**src/bf_consts.svh**
```systemverilog
`ifndef BF_CONSTS_SVH
`define BF_CONSTS_SVH

// lane count and sample widths at the ports.
`define BF_LANES    32
`define BF_IN_W     27
`define BF_OUT_W    28

// input width of each column; its output is one bit wider.
`define BF_W8       25
`define BF_W16      26
`define BF_W32      27

// butterfly group size of each column.
`define BF_N8       8
`define BF_N16      16
`define BF_N32      32

// transform size codes on i_size.
`define BF_SIZE_4   2'd0
`define BF_SIZE_8   2'd1
`define BF_SIZE_16  2'd2
`define BF_SIZE_32  2'd3

`endif

```
**src/bf_pkg.sv**
```systemverilog
`include "bf_consts.svh"

package bf_pkg;

    function automatic int size_points(input logic [1:0] size);
        case (size)
            `BF_SIZE_4:  return 4;
            `BF_SIZE_8:  return 8;
            `BF_SIZE_16: return 16;
            default:     return 32;
        endcase
    endfunction

    // a group of n lanes is active when the transform spans it and g sits on
    // the start of a transform block.
    function automatic logic group_enabled(input logic [1:0] size, input int n, input int g);
        int s;
        s = size_points(size);
        if (s < n)
        begin
            return 1'b0; // transform smaller than the group.
        end
        return (g % (s / n)) == 0;
    endfunction

    function automatic int col_in_w(input int n);
        case (n)
            `BF_N8:  return `BF_W8;
            `BF_N16: return `BF_W16;
            default: return `BF_W32;
        endcase
    endfunction

    function automatic int col_out_w(input int n);
        return col_in_w(n) + 1; // one bit of growth per column.
    endfunction

endpackage

```
**src/bf_lanes_if.sv**
```systemverilog
`include "bf_consts.svh"

interface bf_lanes_if #(
    parameter int W = `BF_W8
);

    logic signed [W-1:0] lanes [`BF_LANES];

    modport src (
        output lanes
    );

    modport dst (
        input lanes
    );

endinterface

```
**src/bf_column.sv**
```systemverilog
`include "bf_consts.svh"

module bf_column
    import bf_pkg::*;
#(
    parameter int N = `BF_N8,
    parameter int W = `BF_W8
)
(
    input  logic [1:0]     i_size,
    bf_lanes_if.dst        lanes_in,
    bf_lanes_if.src        lanes_out
);

    localparam int NG = `BF_LANES / N; // groups in this column.
    localparam int NH = N / 2;

    for (genvar g = 0; g < NG; g++)
    begin : g_grp
        logic en;

        assign en = group_enabled(i_size, N, g);

        // pair k with its mirror N-1-k inside the group.
        for (genvar k = 0; k < NH; k++)
        begin : g_pair
            localparam int LO = g * N + k;
            localparam int HI = g * N + N - 1 - k;

            logic signed [W:0] a;
            logic signed [W:0] b;
            logic signed [W:0] sum;
            logic signed [W:0] dif;

            assign a   = lanes_in.lanes[LO]; // sign-extended.
            assign b   = lanes_in.lanes[HI];
            assign sum = a + b;
            assign dif = a - b;

            assign lanes_out.lanes[LO] = en ? sum : a;
            assign lanes_out.lanes[HI] = en ? dif : b; // bypass when idle.
        end
    end

endmodule

```
**src/flat_wrapper.sv**
```systemverilog
// flat-port wrapper written by rule: the top's interface ports become plain ports
module bf_column_flat import bf_pkg::*;
#(
    parameter int N = `BF_N8,
    parameter int W = `BF_W8
)
  (i_size, lanes_in_lanes, lanes_out_lanes);
  bf_lanes_if #(.W(W)) lanes_in_i ();
  bf_lanes_if #(.W(W)) lanes_out_i ();
  input  logic [1:0] i_size;
  input wire logic [$bits(lanes_in_i.lanes)-1:0] lanes_in_lanes;
  output wire logic [$bits(lanes_out_i.lanes)-1:0] lanes_out_lanes;
  assign lanes_in_i.lanes = {>>{lanes_in_lanes}};
  assign lanes_out_lanes = {>>{lanes_out_i.lanes}};
  bf_column #(.N(N), .W(W)) u_core (.i_size(i_size), .lanes_in(lanes_in_i), .lanes_out(lanes_out_i));
endmodule
```
**config.mk**
```make
export PLATFORM = sky130hd
export DESIGN_NAME = bf_column_flat
export DESIGN_NICKNAME = d
export VERILOG_FILES = /design/src/bf_pkg.sv /design/src/bf_lanes_if.sv /design/src/bf_column.sv /design/src/flat_wrapper.sv
export VERILOG_INCLUDE_DIRS = /design/src /design/src/src
export SDC_FILE = /design/constraint.sdc
export NUM_CORES = 2
export LEC_CHECK = 0
export ABC_AREA = 1
export BUFFER_PORTS_ARGS = -buffer_cell sky130_fd_sc_hd__buf_2
export CAP_MARGIN = 20
export CORE_AREA = 2 2 627 629
export DETAILED_ROUTE_END_ITERATION = 6
export DIE_AREA = 0 0 629 631
export MAX_ROUTING_LAYER = met4
export PLACE_DENSITY = 0.35
export SLEW_MARGIN = 25
export SYNTH_ARGS = -nofsm -noshare
export SYNTH_HDL_FRONTEND = slang
export SYNTH_SLANG_ARGS = --single-unit
```
**constraint.sdc**
```tcl
create_clock -name vclk -period 2.75
set_input_delay 0.6875 -clock vclk [all_inputs]
set_output_delay 0.6875 -clock vclk [all_outputs]
set_load 0.05 [all_outputs]
```
==> results of run 1 <==
-- per-layer routing --
metal	global-route usage, %
met5	-
met4	10.96
met3	3.373
met2	41.96
met1	30.11
-- metrics by stage --
| stage | setup TNS (ns) | instances |
|---|---|---|
| 5_1_grt | -309.04 | 23822 |
| 3_5_place_dp | -430.52 | 23370 |
| 2_1_floorplan | -26.64 | 13657 |
| 4_1_cts | -257.93 | 23569 |
| 3_3_place_gp | -432.26 | 23370 |
-- cell families after synthesis --
group	after synthesis	share of synthesized area [%]
adders and majority gates	802	15.92
buffers and inverters	3091	18.83
and+or+nand+nor	8247	51.96
xor gates and xnor gates	158	2.145
AOI/OAI and AO/OA	1359	11.15
-- timing repair --
item	in CTS	in global routing
pin swaps	808	467
setup endpoints to repair	800	799
setup buffers	206	133
gates cloned	3	2
resized for setup	3554	1534
hold buffers	0	0
==> results.toml, run 1 <==
[placed_design]
place_area_mm2 = 0.1165
routabilityCongestion = 1.011
dp_hpwl_mm = 459.0
io_buffers = 1602
post-place-ws_ns = -0.9358

[global_route]
first_global_vias = 99547
antenna_found_initial = 205
grt_first_pass_wirelength_mm = 709.7
track_usage_pct = 25.12
overflow = 0
grt_max_degree = 48

[logic_synthesis]
ys_top_cells_by_count = "nand2_1 (5326), inv_1 (2626), nor2_1 (1332)"
synth_top_area_cell = "nand2_1"
syn_avg_cell_area_um2 = 4.725
synth_cell_types = 35
synth_seq_area_share_pct = 0
ys_warn_count = 0
synth_top_area_share_pct = 30.98
postSynthCellCount = 13657
syn-num-nets = 15261
ys_top_cells_by_area = "nand2_1 (31%), inv_1 (15%), ha_1 (15%)"
yosysMostFrequentCell = "nand2_1"
syn_area_mm2 = 0.06453

[status]
lastStage = "detailed routing"
outcome = "did not finish"
stop_error = "[ERROR DRT-0255] Maze Route cannot find path of net lanes_out_lanes[649] in worker of routeBox ( 579600 386400 ) ( 629000 434700 )."

[floorplanning]
initial_core_util_pct = 16.51
dieWidth_um = 629
fp-row-count = 230
ios = 1602
dieHeight_um = 631

[sta]
worstEndpointType = "output port"
worstEndpointGrtRepair = "lanes_out_lanes[773]"
==> run 2: changes to the inputs <==
--- a/config.mk
+++ b/config.mk
@@ -9,11 +9,10 @@
 export ABC_AREA = 1
 export BUFFER_PORTS_ARGS = -buffer_cell sky130_fd_sc_hd__buf_2
 export CAP_MARGIN = 20
-export CORE_AREA = 2 2 627 629
+export CORE_AREA = 2 2 624 626
 export DETAILED_ROUTE_END_ITERATION = 6
-export DIE_AREA = 0 0 629 631
-export MAX_ROUTING_LAYER = met4
-export PLACE_DENSITY = 0.35
+export DIE_AREA = 0 0 626 628
+export PLACE_DENSITY_LB_ADDON = 0.15
 export SLEW_MARGIN = 25
 export SYNTH_ARGS = -nofsm -noshare
 export SYNTH_HDL_FRONTEND = slang
==> constraint.sdc (replaced) <==
create_clock -name vclk -period 3.6
set_input_delay 0.9 -clock vclk [all_inputs]
set_output_delay 0.9 -clock vclk [all_outputs]
set_load 0.05 [all_outputs]
==> results.toml, run 2 <==
[logic_synthesis]
synth_top_family_by_area = "simple AND/OR/NAND/NOR gates"
synth_seq_area_share_pct = 0
synth.area.mux_share_pct = 0
postSynthCellCount = 13657
syn_area_mm2 = 0.06453
synthAdderAreaFrac_pct = 15.92
synth_top_area_cell = "nand2_1"
synth-simple-area-share_pct = 51.96
ys_top_cells_by_count = "nand2_1 (5326), inv_1 (2626), nor2_1 (1332)"
yosysMostFrequentCell = "nand2_1"
ys_warn_count = 0
syn_avg_cell_area_um2 = 4.725
synth_compound_area_share_pct = 11.15
ys_top_cells_by_area = "nand2_1 (31%), inv_1 (15%), ha_1 (15%)"
synth_xor_area_share_pct = 2.145
synth_top_area_share_pct = 30.98
syn-num-nets = 15261
synth_cell_types = 35

[sta]
setup_ws_ns = -0.04119
fin_crit_ns = 3.641
rsz0062_at_grt = "true"
tightest_slew_ns = 1.076
hold_viol = 0
finalMaxSlewViolations = 0
period_share_pct = 101.1
fmax_mhz = 274.6
setup_viol = 11
relSlewSlack_pct = 27.51

[drt]
wire_per_inst_um = 21.37
routed_wl_mm = 502.9
vias_per_cell = 4.338
ant_nets = 0
firstDrtPassIters = 6
vias = 102106
drcViolationCount = 0
drt_first_iter_violations = 6277

[finish]
instances_no_fill = 23536
layout-drive-gt1-share_pct = 49.29
syn2layout_area_growth_pct = 105.6
stdcell_area_mm2 = 0.1326
final_cell_mix = "nand2_1 (3958), buf_4 (3282), inv_1 (2228), nand2_2 (1120), nand3_1 (733)"
num-fill-cells = 43630
final_common_cell = "nand2_1"
register_area_um2 = 0
finalNetCount = 19868
seq_cell_count = 0
n_clock_buffer = 0

[floorplanning]
core_area_mm2 = 0.3871
ios = 1602
dieHeight_um = 628
fp-row-count = 229
dieWidth_um = 626
initial_core_util_pct = 16.67
die_area_mm2 = 0.3931

[global_route]
overflow = 0
grt_first_pass_wirelength_mm = 688.7
grt_max_degree = 63
first_global_vias = 97159
track_usage_pct = 23.99
antenna_found_initial = 213

[critical_path]
arrival_ns = 2.74
worstPathRequired_ns = 2.70
worstSetupStartpointType = "input port"
worstSetupPathType = "input port to primary output"
crit_path_end_kind = "primary output"
worstPathMaxFanout = 4

[pwr]
sw_frac_of_total_pct = 58.66
power_switching_w = 0.01831
p_comb_share_pct = 100.0
p_leak_nw = 70.61
p_int_w = 0.01290
seqPwrFrac_pct = 0
clkPwrFrac_pct = 0
peakVddDrop_uv = 208.2
power_density_mw_per_mm2 = 235.3

[status]
violations = "setup timing"
outcome = "complete, but fails checks"

[placed_design]
place_area_mm2 = 0.1086
routabilityCongestion = 0.9874
dp_cells = 23229
dp_hpwl_mm = 451.3
io_buffers = 1602

[job]
drv_cap = 0

[hold_path]
min_to = "lanes_out_lanes[749]"
hp-class = "input port to primary output"
hp-start = "lanes_in_lanes[749]"
min_path_cells = 4

[cts]
postCtsHoldBufs = 0
==> run 2: layer usage <==
| metal | up-vias | GRT usage, % | wire length [µm] |
|---|---|---|---|
| li1 | 51209 | - | - |
| met1 | 47298 | 30.70 | 218500 |
| met2 | 2777 | 40.91 | 236100 |
| met3 | 728 | 2.784 | 23810 |
| met4 | 94 | 8.984 | 23840 |
| met5 | - | 0 | 583 |
==> run 2: worst max-delay path by stage <==
stage                                    from                    to  slack, ns  cells after the start
after CTS                  lanes_in_lanes[75]  lanes_out_lanes[118]       -0.1                     16
after global placement     lanes_in_lanes[88]  lanes_out_lanes[121]      -0.80                     14
after floorplan                     i_size[1]  lanes_out_lanes[201]      -0.24                      8
after detailed placement   lanes_in_lanes[88]  lanes_out_lanes[121]      -0.78                     14
final                     lanes_in_lanes[200]  lanes_out_lanes[385]      -0.04                     13
after global routing      lanes_in_lanes[637]  lanes_out_lanes[641]      -0.10                     14
==> run 2: final cells by class <==
| class | count | area, µm² | share of cell area (%) |
|---|---|---|---|
| tap | 5197 | 6502 | 4.903 |
| timing repair buffer | 5066 | 45060 | 33.97 |
| inverter | 2630 | 9987 | 7.530 |
| antenna | 77 | 192.7 | 0.1453 |
| multi-input combinational | 10566 | 70890 | 53.45 |
==> run 2: kinds of logic (layout without fill, tap and decap cells) <==
| family | count (synthesis) | after routing |
|---|---|---|
| and+or+nand+nor | 8247 | 8247 |
| buffers and inverters | 3091 | 7696 |
| AOI/OAI and AO/OA | 1359 | 1359 |
| adders and majority gates | 802 | 802 |
| xor gates and xnor gates | 158 | 158 |
| other | 0 | 77 |
==> run 2: through the flow <==
stage	setup TNS [ns]	util, %	hold slack [ns]	total power (W)	setup WS, ns
2_1_floorplan	-1.143	-	2.026	0.01229	-0.2413
3_3_place_gp	-172.61	28.05	2.208	0.02589	-0.7953
6_report	-0.1680	34.26	2.163	0.03122	-0.04119
4_1_cts	-1.757	31.12	2.166	0.02859	-0.09890
3_5_place_dp	-172.41	28.05	2.206	0.02582	-0.7768
5_1_grt	-7.206	34.25	2.180	0.03299	-0.1049
==> run 2: timing repair <==
| action | in CTS | in global routing |
|---|---|---|
| hold endpoints to repair | 0 | 0 |
| resized for setup | 2997 | 3171 |
| pin swaps | 436 | 1155 |
| setup buffers | 67 | 178 |
| gates cloned | 0 | 1 |
| setup endpoints to repair | 665 | 613 |
==> run 2: power groups by stage <==
stage / sequential, W / combinational (W) / clock, W
after floorplan: 0 / 0.0123 / 0
after global placement: 0 / 0.0259 / 0
after detailed placement: 0 / 0.0258 / 0
after CTS: 0 / 0.0286 / 0
after global routing: 0 / 0.0330 / 0.00000000215
final: 0 / 0.0312 / 0.00000000294
==> run 2: worst max-delay path, stage by stage <==
cell and delay [ns]:
buf_12 0.12, ha_4 0.17, fa_2 0.42, nand2_4 0.09
nand2_4 0.05, nand3_2 0.08, nand2_4 0.09, nand2_4 0.07
nand2_4 0.07, xor2_2 0.15, o21ai_2 0.21, buf_12 0.16
buf_12 0.13
(Power assumes the default switching activity.)
